<file path="src/source/spi_pkg.sv">
package spi_pkg;

    // ------------------------------------------------
    // Frame and timing constants
    // ------------------------------------------------
    localparam int DATA_BITS = 8;     // Bits per frame, one byte each way
    localparam int SCLK_HALF = 4;     // pllClk_i cycles per sclk half period

    // ------------------------------------------------
    // Width types
    // ------------------------------------------------
    typedef logic [DATA_BITS-1:0]          byte_t;      // One data byte
    typedef logic [$clog2(DATA_BITS)-1:0]  bit_cnt_t;   // Bit index in frame
    typedef logic [$clog2(SCLK_HALF)-1:0]  half_cnt_t;  // Cycle in half period

    // Master sequencing
    typedef enum logic [2:0] {
        IDLE,    // Waiting for send, ready high
        SETUP,   // ss_n low, sclk low for one half period
        XFER,    // Eight full sclk periods
        HOLD,    // sclk parked low before deselect
        DONE     // One cycle, done pulse
    } master_state_e;

    // ------------------------------------------------
    // Grouped signals
    // ------------------------------------------------
    // Lines driven by the master toward the slave
    typedef struct packed {
        logic sclk;
        logic mosi;
        logic ss_n;    // Active low select
    } spi_bus_t;

    // Single-cycle strobes, high the cycle before sclk toggles
    typedef struct packed {
        logic rise;
        logic fall;
    } sclk_strobe_t;

endpackage
</file>
<file path="src/source/spi_loop_top.sv">
`timescale 1ns/10ps

module spi_loop_top (
    input  logic              pllClk_i,      // System clock
    input  logic              rst_n_i,       // Async reset, active low
    input  logic              send_n_i,      // Start request, active low
    input  spi_pkg::byte_t    master_tx_i,   // Master to slave byte
    input  spi_pkg::byte_t    slave_tx_i,    // Slave to master byte
    output logic              ready_o,
    output logic              done_o,
    output spi_pkg::byte_t    master_rx_o,   // Byte the master got
    output spi_pkg::byte_t    slave_rx_o,    // Byte the slave got
    output spi_pkg::spi_bus_t bus_o,         // Bus for observation
    output logic              miso_o
);
    import spi_pkg::*;

    // ------------------------------------------------
    // Link wires
    // ------------------------------------------------
    spi_bus_t bus;    // Master toward slave
    logic     miso;   // Slave toward master

    // Master end with its clock generator
    spi_master_fsm u_master (
        .pllClk_i  (pllClk_i),
        .rst_n_i   (rst_n_i),
        .send_n_i  (send_n_i),
        .tx_data_i (master_tx_i),
        .miso_i    (miso),
        .bus_o     (bus),
        .ready_o   (ready_o),
        .done_o    (done_o),
        .rx_data_o (master_rx_o)
    );

    // Slave end, same clock
    spi_slave u_slave (
        .pllClk_i  (pllClk_i),
        .rst_n_i   (rst_n_i),
        .bus_i     (bus),
        .tx_data_i (slave_tx_i),
        .miso_o    (miso),
        .rx_data_o (slave_rx_o)
    );

    // Observation taps
    assign bus_o  = bus;
    assign miso_o = miso;

endmodule

</file>
<file path="src/source/spi_slave.sv">
`timescale 1ns/10ps

module spi_slave (
    input  logic              pllClk_i,    // System clock
    input  logic              rst_n_i,     // Async reset, active low
    input  spi_pkg::spi_bus_t bus_i,       // Lines from the master
    input  spi_pkg::byte_t    tx_data_i,   // Reply byte, loaded at select
    output logic              miso_o,      // Reply line
    output spi_pkg::byte_t    rx_data_o    // Last byte from the master
);
    import spi_pkg::*;

    logic     sclk_q;      // Registered pins
    logic     ss_n_q;
    logic     selected;
    logic     sclk_rise;   // Detected one cycle after the pin moves
    logic     sclk_fall;
    logic     ss_fall;
    bit_cnt_t bit_cnt;     // Rises seen this frame
    logic     last_rise;
    logic     cap_q;       // Byte complete, copy next cycle
    logic     sr_serial;
    byte_t    sr_data;

    // ------------------------------------------------
    // Edge detection
    // ------------------------------------------------
    always_ff @(posedge pllClk_i or negedge rst_n_i) begin
        if (!rst_n_i) begin
            sclk_q <= 1'b0;   // Bus idle levels
            ss_n_q <= 1'b1;
        end else begin
            sclk_q <= bus_i.sclk;
            ss_n_q <= bus_i.ss_n;
        end
    end

    assign selected  = !bus_i.ss_n;
    assign sclk_rise = bus_i.sclk && !sclk_q;
    assign sclk_fall = !bus_i.sclk && sclk_q;
    assign ss_fall   = !bus_i.ss_n && ss_n_q;   // Start of frame
    assign last_rise = selected && sclk_rise && (bit_cnt == bit_cnt_t'(DATA_BITS - 1));

    // Bit count and completion flag
    always_ff @(posedge pllClk_i or negedge rst_n_i) begin
        if (!rst_n_i) begin
            bit_cnt <= '0;
            cap_q   <= 1'b0;
        end else begin
            cap_q <= last_rise;
            if (ss_fall) begin
                bit_cnt <= '0;
            end else if (selected && sclk_rise) begin
                bit_cnt <= bit_cnt + 1'b1;
            end
        end
    end

    // Received byte holds until the next frame completes
    always_ff @(posedge pllClk_i) begin
        if (cap_q) begin
            rx_data_o <= sr_data;   // Held bit already in from the eighth rise
        end
    end

    // ------------------------------------------------
    // Shift register and reply line
    // ------------------------------------------------
    spi_shift_reg u_shift (
        .pllClk_i    (pllClk_i),
        .rst_n_i     (rst_n_i),
        .load_i      (ss_fall),
        .load_data_i (tx_data_i),
        .sample_i    (selected && sclk_rise),   // Mosi captured on rise
        .shift_i     (selected && sclk_fall),   // Next bit out on fall
        .serial_i    (bus_i.mosi),
        .serial_o    (sr_serial),
        .data_o      (sr_data)
    );

    assign miso_o = selected ? sr_serial : 1'b0;   // Quiet while deselected

    // sclk must stay parked outside a frame
    a_sclk_sel : assert property (
        @(posedge pllClk_i) disable iff (!rst_n_i)
        (sclk_rise || sclk_fall) |-> selected
    ) else $error("spi_slave: sclk edge while deselected");

endmodule

</file>
<file path="src/source/spi_master_fsm.sv">
`timescale 1ns/10ps

module spi_master_fsm (
    input  logic              pllClk_i,    // System clock
    input  logic              rst_n_i,     // Async reset, active low
    input  logic              send_n_i,    // Start request, active low level
    input  spi_pkg::byte_t    tx_data_i,   // Byte toward the slave
    input  logic              miso_i,      // Slave reply line
    output spi_pkg::spi_bus_t bus_o,       // sclk, mosi, ss_n
    output logic              ready_o,     // Idle, start accepted
    output logic              done_o,      // One-cycle end of frame
    output spi_pkg::byte_t    rx_data_o    // Byte from the slave
);
    import spi_pkg::*;

    master_state_e state;
    master_state_e state_nxt;
    bit_cnt_t      bit_cnt;     // Falls in XFER, cycles in HOLD
    logic          accept;      // Frame start this cycle
    logic          last_fall;   // Eighth fall strobe
    logic          hold_last;   // Final HOLD cycle
    logic          clk_en;
    logic          ss_n_q;
    logic          sclk;
    sclk_strobe_t  strobe;
    logic          mosi;

    assign ready_o   = (state == IDLE) || (state == DONE);
    assign done_o    = (state == DONE);
    assign accept    = ready_o && !send_n_i;   // Sends while busy dropped
    assign last_fall = strobe.fall && (bit_cnt == bit_cnt_t'(DATA_BITS - 1));
    assign hold_last = (state == HOLD) && (bit_cnt == bit_cnt_t'(SCLK_HALF - 1));

    // Clock runs SETUP through HOLD, stopped one cycle early so the
    // pending rise never reaches the pin
    assign clk_en = (state == SETUP) || (state == XFER) ||
                    ((state == HOLD) && !hold_last);

    // ------------------------------------------------
    // State machine
    // ------------------------------------------------
    always_comb begin
        state_nxt = state;
        case (state)
            IDLE:    if (accept) state_nxt = SETUP;
            SETUP:   if (strobe.rise) state_nxt = XFER;   // First bit sampled here
            XFER:    if (last_fall) state_nxt = HOLD;
            HOLD:    if (hold_last) state_nxt = DONE;
            DONE:    state_nxt = accept ? SETUP : IDLE;   // Back-to-back allowed
            default: state_nxt = IDLE;
        endcase
    end

    always_ff @(posedge pllClk_i or negedge rst_n_i) begin
        if (!rst_n_i) begin
            state  <= IDLE;
            ss_n_q <= 1'b1;
        end else begin
            state  <= state_nxt;
            ss_n_q <= (state_nxt == IDLE) || (state_nxt == DONE);  // Select follows state
        end
    end

    // Bit periods, then reused to time the hold half period
    always_ff @(posedge pllClk_i or negedge rst_n_i) begin
        if (!rst_n_i) begin
            bit_cnt <= '0;
        end else if (accept) begin
            bit_cnt <= '0;
        end else if (((state == XFER) && strobe.fall) || (state == HOLD)) begin
            bit_cnt <= bit_cnt + 1'b1;   // Wraps to zero at eighth fall
        end
    end

    // ------------------------------------------------
    // Datapath
    // ------------------------------------------------
    spi_clk_gen u_clk_gen (
        .pllClk_i (pllClk_i),
        .rst_n_i  (rst_n_i),
        .en_i     (clk_en),
        .sclk_o   (sclk),
        .strobe_o (strobe)
    );

    // Last fall skipped, received byte stays whole
    spi_shift_reg u_shift (
        .pllClk_i    (pllClk_i),
        .rst_n_i     (rst_n_i),
        .load_i      (accept),
        .load_data_i (tx_data_i),
        .sample_i    (strobe.rise),
        .shift_i     (strobe.fall && !last_fall),
        .serial_i    (miso_i),
        .serial_o    (mosi),
        .data_o      (rx_data_o)
    );

    assign bus_o.sclk = sclk;
    assign bus_o.mosi = mosi;
    assign bus_o.ss_n = ss_n_q;

    // Selected slave means no new start can be taken
    a_ready_sel : assert property (
        @(posedge pllClk_i) disable iff (!rst_n_i)
        !bus_o.ss_n |-> !ready_o
    ) else $error("spi_master_fsm: ready high while slave selected");

endmodule

</file>
<file path="src/source/spi_shift_reg.sv">
`timescale 1ns/10ps

module spi_shift_reg (
    input  logic           pllClk_i,      // System clock
    input  logic           rst_n_i,       // Async reset, active low
    input  logic           load_i,        // Parallel load, wins over shift
    input  spi_pkg::byte_t load_data_i,   // Byte to transmit
    input  logic           sample_i,      // Capture serial_i
    input  logic           shift_i,       // Shift left, insert held bit
    input  logic           serial_i,      // Incoming line
    output logic           serial_o,      // Outgoing line, MSB first
    output spi_pkg::byte_t data_o         // Assembled receive byte
);
    import spi_pkg::*;

    byte_t shreg;   // Outgoing bits at the top, received bits below
    logic  held;    // Bit sampled on the capture edge

    // ------------------------------------------------
    // Shift path
    // ------------------------------------------------
    // Sampling and shifting on opposite sclk edges, mode 0
    always_ff @(posedge pllClk_i or negedge rst_n_i) begin
        if (!rst_n_i) begin
            shreg <= '0;
            held  <= 1'b0;
        end else begin
            if (load_i) begin
                shreg <= load_data_i;
            end else if (shift_i) begin
                shreg <= {shreg[DATA_BITS-2:0], held};   // Held bit enters at LSB
            end
            if (sample_i) begin
                held <= serial_i;
            end
        end
    end

    assign serial_o = shreg[DATA_BITS-1];   // MSB drives the line

    // Last sampled bit is still in held, so it completes the byte
    // without a final shift
    assign data_o = {shreg[DATA_BITS-2:0], held};

    // A load landing on a shift would drop one of them
    a_load_shift : assert property (
        @(posedge pllClk_i) disable iff (!rst_n_i)
        !(load_i && shift_i)
    ) else $error("spi_shift_reg: load and shift in the same cycle");

endmodule

</file>
<file path="src/source/spi_clk_gen.sv">
`timescale 1ns/10ps

module spi_clk_gen (
    input  logic                  pllClk_i,   // System clock
    input  logic                  rst_n_i,    // Async reset, active low
    input  logic                  en_i,       // Run sclk while high
    output logic                  sclk_o,     // sclk level, idles low
    output spi_pkg::sclk_strobe_t strobe_o    // Edge strobes
);
    import spi_pkg::*;

    half_cnt_t half_cnt;   // Position inside current half period
    logic      toggle;     // Last cycle of half period

    // Strobes lead the sclk toggle by one cycle
    assign toggle        = en_i && (half_cnt == half_cnt_t'(SCLK_HALF - 1));
    assign strobe_o.rise = toggle && !sclk_o;   // Low half ending
    assign strobe_o.fall = toggle && sclk_o;    // High half ending

    // ------------------------------------------------
    // Half period counter and sclk register
    // ------------------------------------------------
    always_ff @(posedge pllClk_i or negedge rst_n_i) begin
        if (!rst_n_i) begin
            half_cnt <= '0;
            sclk_o   <= 1'b0;
        end else if (!en_i) begin
            // Parked, so every frame starts from the same phase
            half_cnt <= '0;
            sclk_o   <= 1'b0;
        end else if (toggle) begin
            half_cnt <= '0;         // Wrap
            sclk_o   <= !sclk_o;
        end else begin
            half_cnt <= half_cnt + 1'b1;
        end
    end

    // Edge strobes are exclusive, sclk has one level
    a_strobe_excl : assert property (
        @(posedge pllClk_i) disable iff (!rst_n_i)
        !(strobe_o.rise && strobe_o.fall)
    ) else $error("spi_clk_gen: rise and fall strobes in the same cycle");

endmodule

</file>
<file path="config.mk">
export PLATFORM = sky130hd
export DESIGN_NAME = spi_loop_top
export DESIGN_NICKNAME = d
export VERILOG_FILES = /design/src/source/spi_pkg.sv /design/src/source/spi_loop_top.sv /design/src/source/spi_slave.sv /design/src/source/spi_master_fsm.sv /design/src/source/spi_shift_reg.sv /design/src/source/spi_clk_gen.sv
export SDC_FILE = /design/constraint.sdc
export NUM_CORES = 1
export LEC_CHECK = 0
export ABC_CLOCK_PERIOD_IN_PS = 1790
export BUFFER_PORTS_ARGS = -buffer_cell sky130_fd_sc_hd__buf_2
export CORE_UTILIZATION = 54
export CTS_CLUSTER_SIZE = 12
export DETAILED_ROUTE_END_ITERATION = 8
export PLACE_DENSITY = 0.74
export SETUP_SLACK_MARGIN = 0.1
export SKIP_LAST_GASP = 1
export SLEW_MARGIN = 5
export SYNTH_ARGS = -nofsm -noshare
export SYNTH_HDL_FRONTEND = slang
export SYNTH_SLANG_ARGS = --single-unit
</file>
<file path="constraint.sdc">
create_clock -name pllClk_i -period 1.79 [get_ports pllClk_i]
set_input_delay 0.0895 -clock pllClk_i [delete_from_list [all_inputs] [get_ports pllClk_i]]
set_output_delay 0.0895 -clock pllClk_i [all_outputs]
set_load 0.02 [all_outputs]
</file>
==> flow_metrics.env, run 1 <==
export IMPL_run_status="complete, no violations"
export IMPL_timing_final_hold_violations=0
export IMPL_timing_hold_worst_start="master_tx_i[1]"
export IMPL_timing_critical_path_fanout_max=8
export IMPL_tritoncts_num_buffers=5
export IMPL_cts_htree_levels=2
export IMPL_post_synth_cell_area_avg_um2=11.7
export IMPL_num_ports=41
export IMPL_syn_area_um2=2060
export IMPL_globalRoute_totalOverflow=0
export IMPL_timing_setup_tns_ns=0
export IMPL_timing_critical_path_arrival_ns=1.76
export IMPL_rsz0062_at_grt="false"
export IMPL_synthDistinctLibCells=37
export IMPL_ff2ff_setup_slack_ns=0.20
export IMPL_post_route_cells_drive_above_1_share=0.372
export IMPL_worst_setup_path_start_kind="flop"
export IMPL_first_global_vias=1514
export IMPL_worst_pin_slew_ns=0.762
export IMPL_drc_violation_count_after_routing=0
export IMPL_final_antenna_net_count=0
export IMPL_timing_critical_path_to_type="flop"
export IMPL_final_max_slew_viol_count=0
export IMPL_maxCapViolCount=0
export IMPL_floorplan_rows=22
export IMPL_placement_io_buffers=40
export IMPL_multi_input_area_um2=881
export IMPL_crit_type="flop to flop"
export IMPL_wire_per_inst_um=15.6
export IMPL_hold_path_endpoint="u_master.u_shift.shreg[1]$_DFFE_PN0P_"
export IMPL_synth_warn=0
export IMPL_clk_pin_slew_worst_paths_ns=0.09
export IMPL_rr_worst_depth=5
export IMPL_number_of_fill_cells=294
export IMPL_drt_first_pass_iters=4
export IMPL_timing_clock_skew_ns=0.0104
export IMPL_finalCritPeriodShare=0.886
export IMPL_via_per_inst=5.65
export IMPL_cpLargestDelayFamily="adder cells"
export IMPL_dp_wirelength_um=2950
export IMPL_worstSkewPairLatency_ns=0.30
export IMPL_cp_cell_sequence="ha_1 > ha_1 > nand3_2 > and4b_2 > o211ai_1"
export IMPL_antenna_cells_inserted=0
export IMPL_critPathRequiredTime_ns=1.96
export IMPL_numClockSinks=42
export IMPL_max_freq_ghz=0.631
export IMPL_hold_path_cell_count=3
export IMPL_pin_count_of_the_biggest_net_entering_global_routing=35
export IMPL_post_cts_setup_buffers=0
export IMPL_final_seq_area_um2=1090
export IMPL_cell_pwr_density_nw_per_um2=1640
export IMPL_number_of_drc_markers_after_the_initial_detailed_route_iteration=60
export IMPL_crit_path_top_delay_cell="sky130_fd_sc_hd__dfrtp_1"
export IMPL_postSynthRegisterBits=42
export IMPL_wl_um=4150
export IMPL_fin_crit_ns=1.59
export IMPL_chipWidth_um=63.8
export IMPL_finalSetupViolations=0
export IMPL_total_leakage_power_nw=1.09
export IMPL_critical_path_reg2reg_endpoint="u_master.u_shift.shreg[0]$_DFFE_PN0P_"
export IMPL_timing_max_slew_rel_slack=0.492
export IMPL_globalRouteTotalUtil=0.229
export IMPL_worst_path_buf_inv=0
export IMPL_synth_seq_area_share=0.530
export IMPL_gp_routability_congestion=0.798
export IMPL_start_util=0.563
export IMPL_num_nets_final=242
export IMPL_critPathMostFrequentCell="sky130_fd_sc_hd__ha_1"
export IMPL_r2r_start="u_master.bit_cnt[0]$_DFFE_PN0P_"
export IMPL_cts_buffer_depth=2
export IMPL_hold_path_class="input pin to flop"
export IMPL_antenna_found_initial=0
export IMPL_postSynthNetCount=201
export IMPL_post_synth_inst_count=176
export IMPL_fp_dieArea_um2=4070
export IMPL_clockRootBuffer="sky130_fd_sc_hd__clkbuf_8"
export IMPL_grt_pass1_wl_um=7110
export IMPL_peak_supply_drop_uv=772
export IMPL_fp_dieH_um=63.8
export IMPL_cts_tree="yes"
export IMPL_slowest_delay_ns=0.40
export IMPL_detailroute_via_count=1502
export IMPL_worst_hold_slack_ns=0.00828
export IMPL_synthToLayoutAreaGrowth_pct=17.2
export IMPL_placeable_core_area_um2=3660
placed cells by master (no fill, tap or decap), types with 4 or more instances in the layout:
cell type,n
sky130_fd_sc_hd__buf_2,40
sky130_fd_sc_hd__dfrtp_1,32
sky130_fd_sc_hd__nand2_1,23
sky130_fd_sc_hd__mux2_2,9
sky130_fd_sc_hd__mux2_4,9
sky130_fd_sc_hd__and4b_1,8
sky130_fd_sc_hd__nand3_1,8
sky130_fd_sc_hd__o211ai_1,8
sky130_fd_sc_hd__edfxtp_1,8
sky130_fd_sc_hd__nand2b_1,6
sky130_fd_sc_hd__o21ai_0,6
sky130_fd_sc_hd__ha_1,6
sky130_fd_sc_hd__buf_4,6
sky130_fd_sc_hd__a21oi_1,5
sky130_fd_sc_hd__clkbuf_8,5
sky130_fd_sc_hd__inv_1,4
power breakdown:
group / leakage, nW / total, W / switching (W) / internal [W]
sequential: 0.489 / 0.00168 / 0.000325 / 0.00136
combinational: 0.562 / 0.00167 / 0.000839 / 0.000832
clock: 0.0408 / 0.000619 / 0.000340 / 0.000279
state kept, by name, indices dropped and copies added, names as in the netlist:
signal / count
u_master.u_shift.shreg: 8
u_slave.rx_data_o: 8
u_slave.u_shift.shreg: 8
u_master.bit_cnt: 3
u_master.state: 3
u_slave.bit_cnt: 3
u_master.u_clk_gen.half_cnt: 2
u_master.ss_n_q: 1
u_master.u_clk_gen.sclk_o: 1
u_master.u_shift.held: 1
u_slave.cap_q: 1
u_slave.sclk_q: 1
u_slave.ss_n_q: 1
u_slave.u_shift.held: 1
logic make-up after synthesis:
family	share of synthesized area
AND/OR/NAND/NOR	0.180
flip-flops	0.530
AO/OA/AOI/OAI	0.0880
buffers and inverters	0.0455
adder cells (fa/ha/maj)	0.0364
multiplexers	0.120
per-layer routing:
layer,global-route usage,wire length (um),up-vias
li1,-,-,715
met1,0.294,1730,733
met2,0.371,2140,46
met3,0.0589,205,8
met4,0.0881,70,0
met5,0,0,-
cells in the mapped netlist:
master / count / share of area
sky130_fd_sc_hd__a21boi_0: 1 / 0.0036
sky130_fd_sc_hd__a21oi_1: 5 / 0.012
sky130_fd_sc_hd__a21oi_2: 1 / 0.0042
sky130_fd_sc_hd__a22oi_1: 2 / 0.0073
sky130_fd_sc_hd__and2_1: 1 / 0.0030
sky130_fd_sc_hd__and2b_2: 1 / 0.0042
sky130_fd_sc_hd__and3_1: 1 / 0.0030
sky130_fd_sc_hd__and4b_1: 9 / 0.044
sky130_fd_sc_hd__buf_2: 3 / 0.0073
sky130_fd_sc_hd__buf_4: 4 / 0.015
sky130_fd_sc_hd__buf_6: 1 / 0.0055
sky130_fd_sc_hd__clkbuf_1: 6 / 0.011
sky130_fd_sc_hd__dfrtp_1: 32 / 0.39
sky130_fd_sc_hd__dfstp_2: 2 / 0.025
sky130_fd_sc_hd__edfxtp_1: 8 / 0.12
sky130_fd_sc_hd__ha_1: 6 / 0.036
sky130_fd_sc_hd__inv_1: 4 / 0.0073
sky130_fd_sc_hd__mux2_2: 9 / 0.049
sky130_fd_sc_hd__mux2_4: 9 / 0.066
sky130_fd_sc_hd__mux2i_1: 1 / 0.0049
sky130_fd_sc_hd__nand2_1: 23 / 0.042
sky130_fd_sc_hd__nand2b_1: 6 / 0.018
sky130_fd_sc_hd__nand3_1: 9 / 0.022
sky130_fd_sc_hd__nand3b_1: 1 / 0.0036
sky130_fd_sc_hd__nor2_1: 2 / 0.0036
sky130_fd_sc_hd__nor2b_2: 1 / 0.0042
sky130_fd_sc_hd__nor3_1: 3 / 0.0073
sky130_fd_sc_hd__nor3b_1: 2 / 0.0073
sky130_fd_sc_hd__nor4bb_1: 1 / 0.0049
sky130_fd_sc_hd__o2111ai_1: 1 / 0.0042
sky130_fd_sc_hd__o211ai_1: 8 / 0.029
sky130_fd_sc_hd__o21a_1: 1 / 0.0036
sky130_fd_sc_hd__o21ai_0: 6 / 0.015
sky130_fd_sc_hd__o21ba_2: 1 / 0.0049
sky130_fd_sc_hd__o41ai_1: 1 / 0.0042
sky130_fd_sc_hd__or3_1: 3 / 0.0091
sky130_fd_sc_hd__or3b_1: 1 / 0.0042
worst min-delay path, delay by kind of cell:
kind,cells,cell delay [ns]
and+or+nand+nor,1,0.04
buffers and inverters,1,0.08
AOI/OAI and AO/OA,1,0.06
worst max-delay path by stage:
stage	slack, ns	endpoint	depth (start not counted)	start
after floorplan	0.25	u_master.u_shift.shreg[0]$_DFFE_PN0P_	6	u_master.bit_cnt[0]$_DFFE_PN0P_
after global placement	0.22	u_master.u_shift.shreg[5]$_DFFE_PN0P_	5	u_master.bit_cnt[0]$_DFFE_PN0P_
after detailed placement	0.12	u_master.u_shift.shreg[0]$_DFFE_PN0P_	5	u_master.bit_cnt[0]$_DFFE_PN0P_
after CTS	0.11	u_master.u_shift.shreg[0]$_DFFE_PN0P_	5	u_master.bit_cnt[0]$_DFFE_PN0P_
after global routing	0.12	u_master.u_shift.shreg[4]$_DFFE_PN0P_	5	u_master.bit_cnt[0]$_DFFE_PN0P_
final	0.20	u_master.u_shift.shreg[0]$_DFFE_PN0P_	5	u_master.bit_cnt[0]$_DFFE_PN0P_
area by class of cell:
class	count	area share
repair buffers	48	0.114
well taps	48	0.0248
multi-input cells	116	0.364
inverters	4	0.00621
clock inverters	3	0.00983
clock buffers	5	0.0285
flip-flops and latches	42	0.452
what timing repair did:
item	CTS	global route
setup endpoints to repair	0	8
endpoints found under the hold margin	32	0
hold buffers	1	0
resized for setup	0	2
through the flow:
stage | worst slack, ns | area, um^2 | util | power [W] | instances
2_1_floorplan | 0.254 | 2060 | - | 0.00291 | 176
5_1_grt | 0.117 | 2420 | 0.660 | 0.00426 | 266
3_5_place_dp | 0.120 | 2310 | 0.631 | 0.00336 | 257
3_3_place_gp | 0.222 | 2310 | 0.631 | 0.00324 | 257
6_report | 0.204 | 2420 | 0.660 | 0.00397 | 266
4_1_cts | 0.112 | 2410 | 0.659 | 0.00399 | 266
Power figures use the tool's default switching activity.
==> run 2: changes to the inputs <==
--- a/config.mk
+++ b/config.mk
@@ -7,8 +7,9 @@
 export LEC_CHECK = 0
 export ABC_CLOCK_PERIOD_IN_PS = 1790
 export BUFFER_PORTS_ARGS = -buffer_cell sky130_fd_sc_hd__buf_2
+export CORE_ASPECT_RATIO = 0.9
 export CORE_UTILIZATION = 54
-export CTS_CLUSTER_SIZE = 12
+export CTS_CLUSTER_SIZE = 20
 export DETAILED_ROUTE_END_ITERATION = 8
 export PLACE_DENSITY = 0.74
 export SETUP_SLACK_MARGIN = 0.1
==> flow_metrics.env, run 2 (synthesis results as in run 1) <==
export IMPL_pin_count_of_the_biggest_net_entering_global_routing=35
export IMPL_fp_dieH_um=60.6
export IMPL_worst_setup_path_start_kind="flop"
export IMPL_drt_first_pass_iters=4
export IMPL_critPathMostFrequentCell="sky130_fd_sc_hd__ha_1"
export IMPL_worst_pin_slew_ns=0.750
export IMPL_fp_dieArea_um2=4070
export IMPL_timing_critical_path_to_type="flop"
export IMPL_cell_pwr_density_nw_per_um2=1690
export IMPL_run_status="complete, no violations"
export IMPL_power_net_switching_w=0.00151
export IMPL_placeable_core_area_um2=3500
export IMPL_crit_path_top_delay_cell="sky130_fd_sc_hd__dfrtp_1"
export IMPL_worst_path_buf_inv=0
export IMPL_timing_clock_skew_ns=0.00458
export IMPL_cts_htree_levels=2
export IMPL_via_per_inst=5.71
export IMPL_seq_power_share=0.406
export IMPL_max_freq_ghz=0.631
export IMPL_power_share_switching=0.365
export IMPL_wl_um=4270
export IMPL_cts_tree="yes"
export IMPL_post_place_cells=254
export IMPL_timing_critical_path_fanout_max=8
export IMPL_p_int_w=0.00262
export IMPL_layout_cells_most_common_list="sky130_fd_sc_hd__buf_2, sky130_fd_sc_hd__dfrtp_1, sky130_fd_sc_hd__nand2_1"
export IMPL_cts_buffer_depth=2
export IMPL_timing_final_hold_violations=0
export IMPL_fin_util=0.696
export IMPL_chipWidth_um=67.1
export IMPL_largest_registers="u_master.u_shift.shreg (8), u_slave.rx_data_o (8), u_slave.u_shift.shreg (8)"
export IMPL_globalRoute_totalOverflow=0
export IMPL_hold_path_cell_count=3
export IMPL_clock_power_share=0.179
export IMPL_timing_setup_tns_ns=0
export IMPL_rsz0062_at_grt="false"
export IMPL_crit_type="flop to flop"
export IMPL_worstSkewPairLatency_ns=0.29
export IMPL_slowest_delay_ns=0.40
export IMPL_antenna_found_initial=0
export IMPL_maxCapViolCount=0
export IMPL_hold_path_class="input pin to flop"
export IMPL_placement_io_buffers=40
export IMPL_post_route_cells_drive_above_1_share=0.370
export IMPL_gp_routability_congestion=0.779
export IMPL_rr_worst_depth=5
export IMPL_antenna_cells_inserted=0
export IMPL_dp_wirelength_um=2970
export IMPL_floorplan_rows=20
export IMPL_drc_violation_count_after_routing=0
export IMPL_cpLargestDelayFamily="simple AND/OR/NAND/NOR gates"
export IMPL_cp_cell_sequence="ha_1 > ha_1 > nand3_2 > and4b_2 > o211ai_1"
export IMPL_start_util=0.589
export IMPL_post_cts_setup_buffers=0
export IMPL_fin_crit_ns=1.58
export IMPL_placed_cell_area_um2=2310
export IMPL_p_comb_frac=0.414
export IMPL_clk_pin_slew_worst_paths_ns=0.08
export IMPL_number_of_fill_cells=277
export IMPL_timing_max_slew_rel_slack=0.500
export IMPL_wire_per_inst_um=16.2
export IMPL_clockRootBuffer="sky130_fd_sc_hd__clkbuf_8"
export IMPL_first_global_vias=1522
export IMPL_peak_supply_drop_uv=832
export IMPL_grt_pass1_wl_um=6950
export IMPL_final_antenna_net_count=0
export IMPL_number_of_drc_markers_after_the_initial_detailed_route_iteration=81
export IMPL_detailroute_via_count=1502
export IMPL_instances_no_fill=263
export IMPL_finalSetupViolations=0
export IMPL_num_nets_final=243
export IMPL_numClockSinks=42
export IMPL_num_ports=41
export IMPL_finalCritPeriodShare=0.885
export IMPL_total_leakage_power_nw=1.11
export IMPL_critPathRequiredTime_ns=1.96
export IMPL_critical_path_cell_count=5
export IMPL_commonest_non_fill_non_tap_cell_in_the_layout="sky130_fd_sc_hd__buf_2"
export IMPL_tritoncts_num_buffers=5
export IMPL_globalRouteTotalUtil=0.241
export IMPL_design_area_final_um2=2440
export IMPL_synthToLayoutAreaGrowth_pct=18.2
export IMPL_timing_critical_path_arrival_ns=1.75
export IMPL_final_max_slew_viol_count=0
## run 2: cell count changes in the layout (fill, tap and decap cells not counted)
cell                         change
sky130_fd_sc_hd__clkbuf_1        +1
sky130_fd_sc_hd__buf_4           +1
sky130_fd_sc_hd__clkinvlp_4      -1
sky130_fd_sc_hd__inv_6           -1
sky130_fd_sc_hd__bufinv_16       +1
## run 2: timing repair
action,CTS,global route
pin swaps,0,1
hold buffers,1,0
resized for setup,1,1
endpoints found under the hold margin,32,0
setup endpoints to repair,2,1
## run 2: path summary, 6_finish.rpt
| kind | from | end | slack (ns) |
|---|---|---|---|
| min in group asynchronous | rst_n_i | u_master.state[0]$_DFF_PN0_ | 0.40 |
| worst min register to register | u_master.ss_n_q$_DFF_PN1_ | u_slave.ss_n_q$_DFF_PN1_ | 0.44 |
| worst max-delay path | u_master.bit_cnt[0]$_DFFE_PN0P_ | u_master.u_shift.shreg[0]$_DFFE_PN0P_ | 0.21 |
| worst min-delay path | master_tx_i[4] | u_master.u_shift.shreg[4]$_DFFE_PN0P_ | 0.02 |
| worst max register to register | u_master.bit_cnt[0]$_DFFE_PN0P_ | u_master.u_shift.shreg[0]$_DFFE_PN0P_ | 0.21 |
| max in group asynchronous | rst_n_i | u_master.u_shift.shreg[1]$_DFFE_PN0P_ | 0.92 |
## run 2: area by class of cell
cell class,instances,area (um^2),share of cell area
multi-input cells,116,881,0.361
inverters,4,15.0,0.00616
clock buffers,6,72.6,0.0298
well taps,44,55.1,0.0226
repair buffers,49,283,0.116
flip-flops and latches,42,1090,0.449
clock inverters,2,37.5,0.0154
## run 2: power by group through the flow
stage / combinational, W / sequential (W) / clock [W]
2_1_floorplan: 0.00125 / 0.00166 / 0
3_3_place_gp: 0.00161 / 0.00165 / 0
3_5_place_dp: 0.00170 / 0.00168 / 0
4_1_cts: 0.00172 / 0.00167 / 0.000755
5_1_grt: 0.00186 / 0.00172 / 0.000805
6_report: 0.00171 / 0.00168 / 0.000741
## run 2: worst register-to-register path, delay by kind of cell (launching register included)
kind	cells	cell delay [ns]
and+or+nand+nor	2	0.46
AOI/OAI and AO/OA	1	0.14
DFF	1	0.40
adders and majority gates	2	0.46
## run 2: metrics by stage
stage | hold slack (ns) | worst slack, ns | power (W)
floorplan | -0.206 | 0.254 | 0.00291
finish | 0.0211 | 0.206 | 0.00413
global route | 0.0244 | 0.130 | 0.00439
global placement | 0.185 | 0.198 | 0.00326
detailed placement | 0.198 | 0.111 | 0.00338
CTS | 0.0105 | 0.162 | 0.00414
## run 2: routing by layer
layer  wire length [um]  share of wire  vias to the layer above  GRT usage
li1                   -              -                      710          -
met1               1730           0.40                      719      0.279
met2               2160           0.51                       57      0.400
met3                232          0.054                       16     0.0677
met4                149          0.035                        0      0.146
met5                  0              0                        -          0
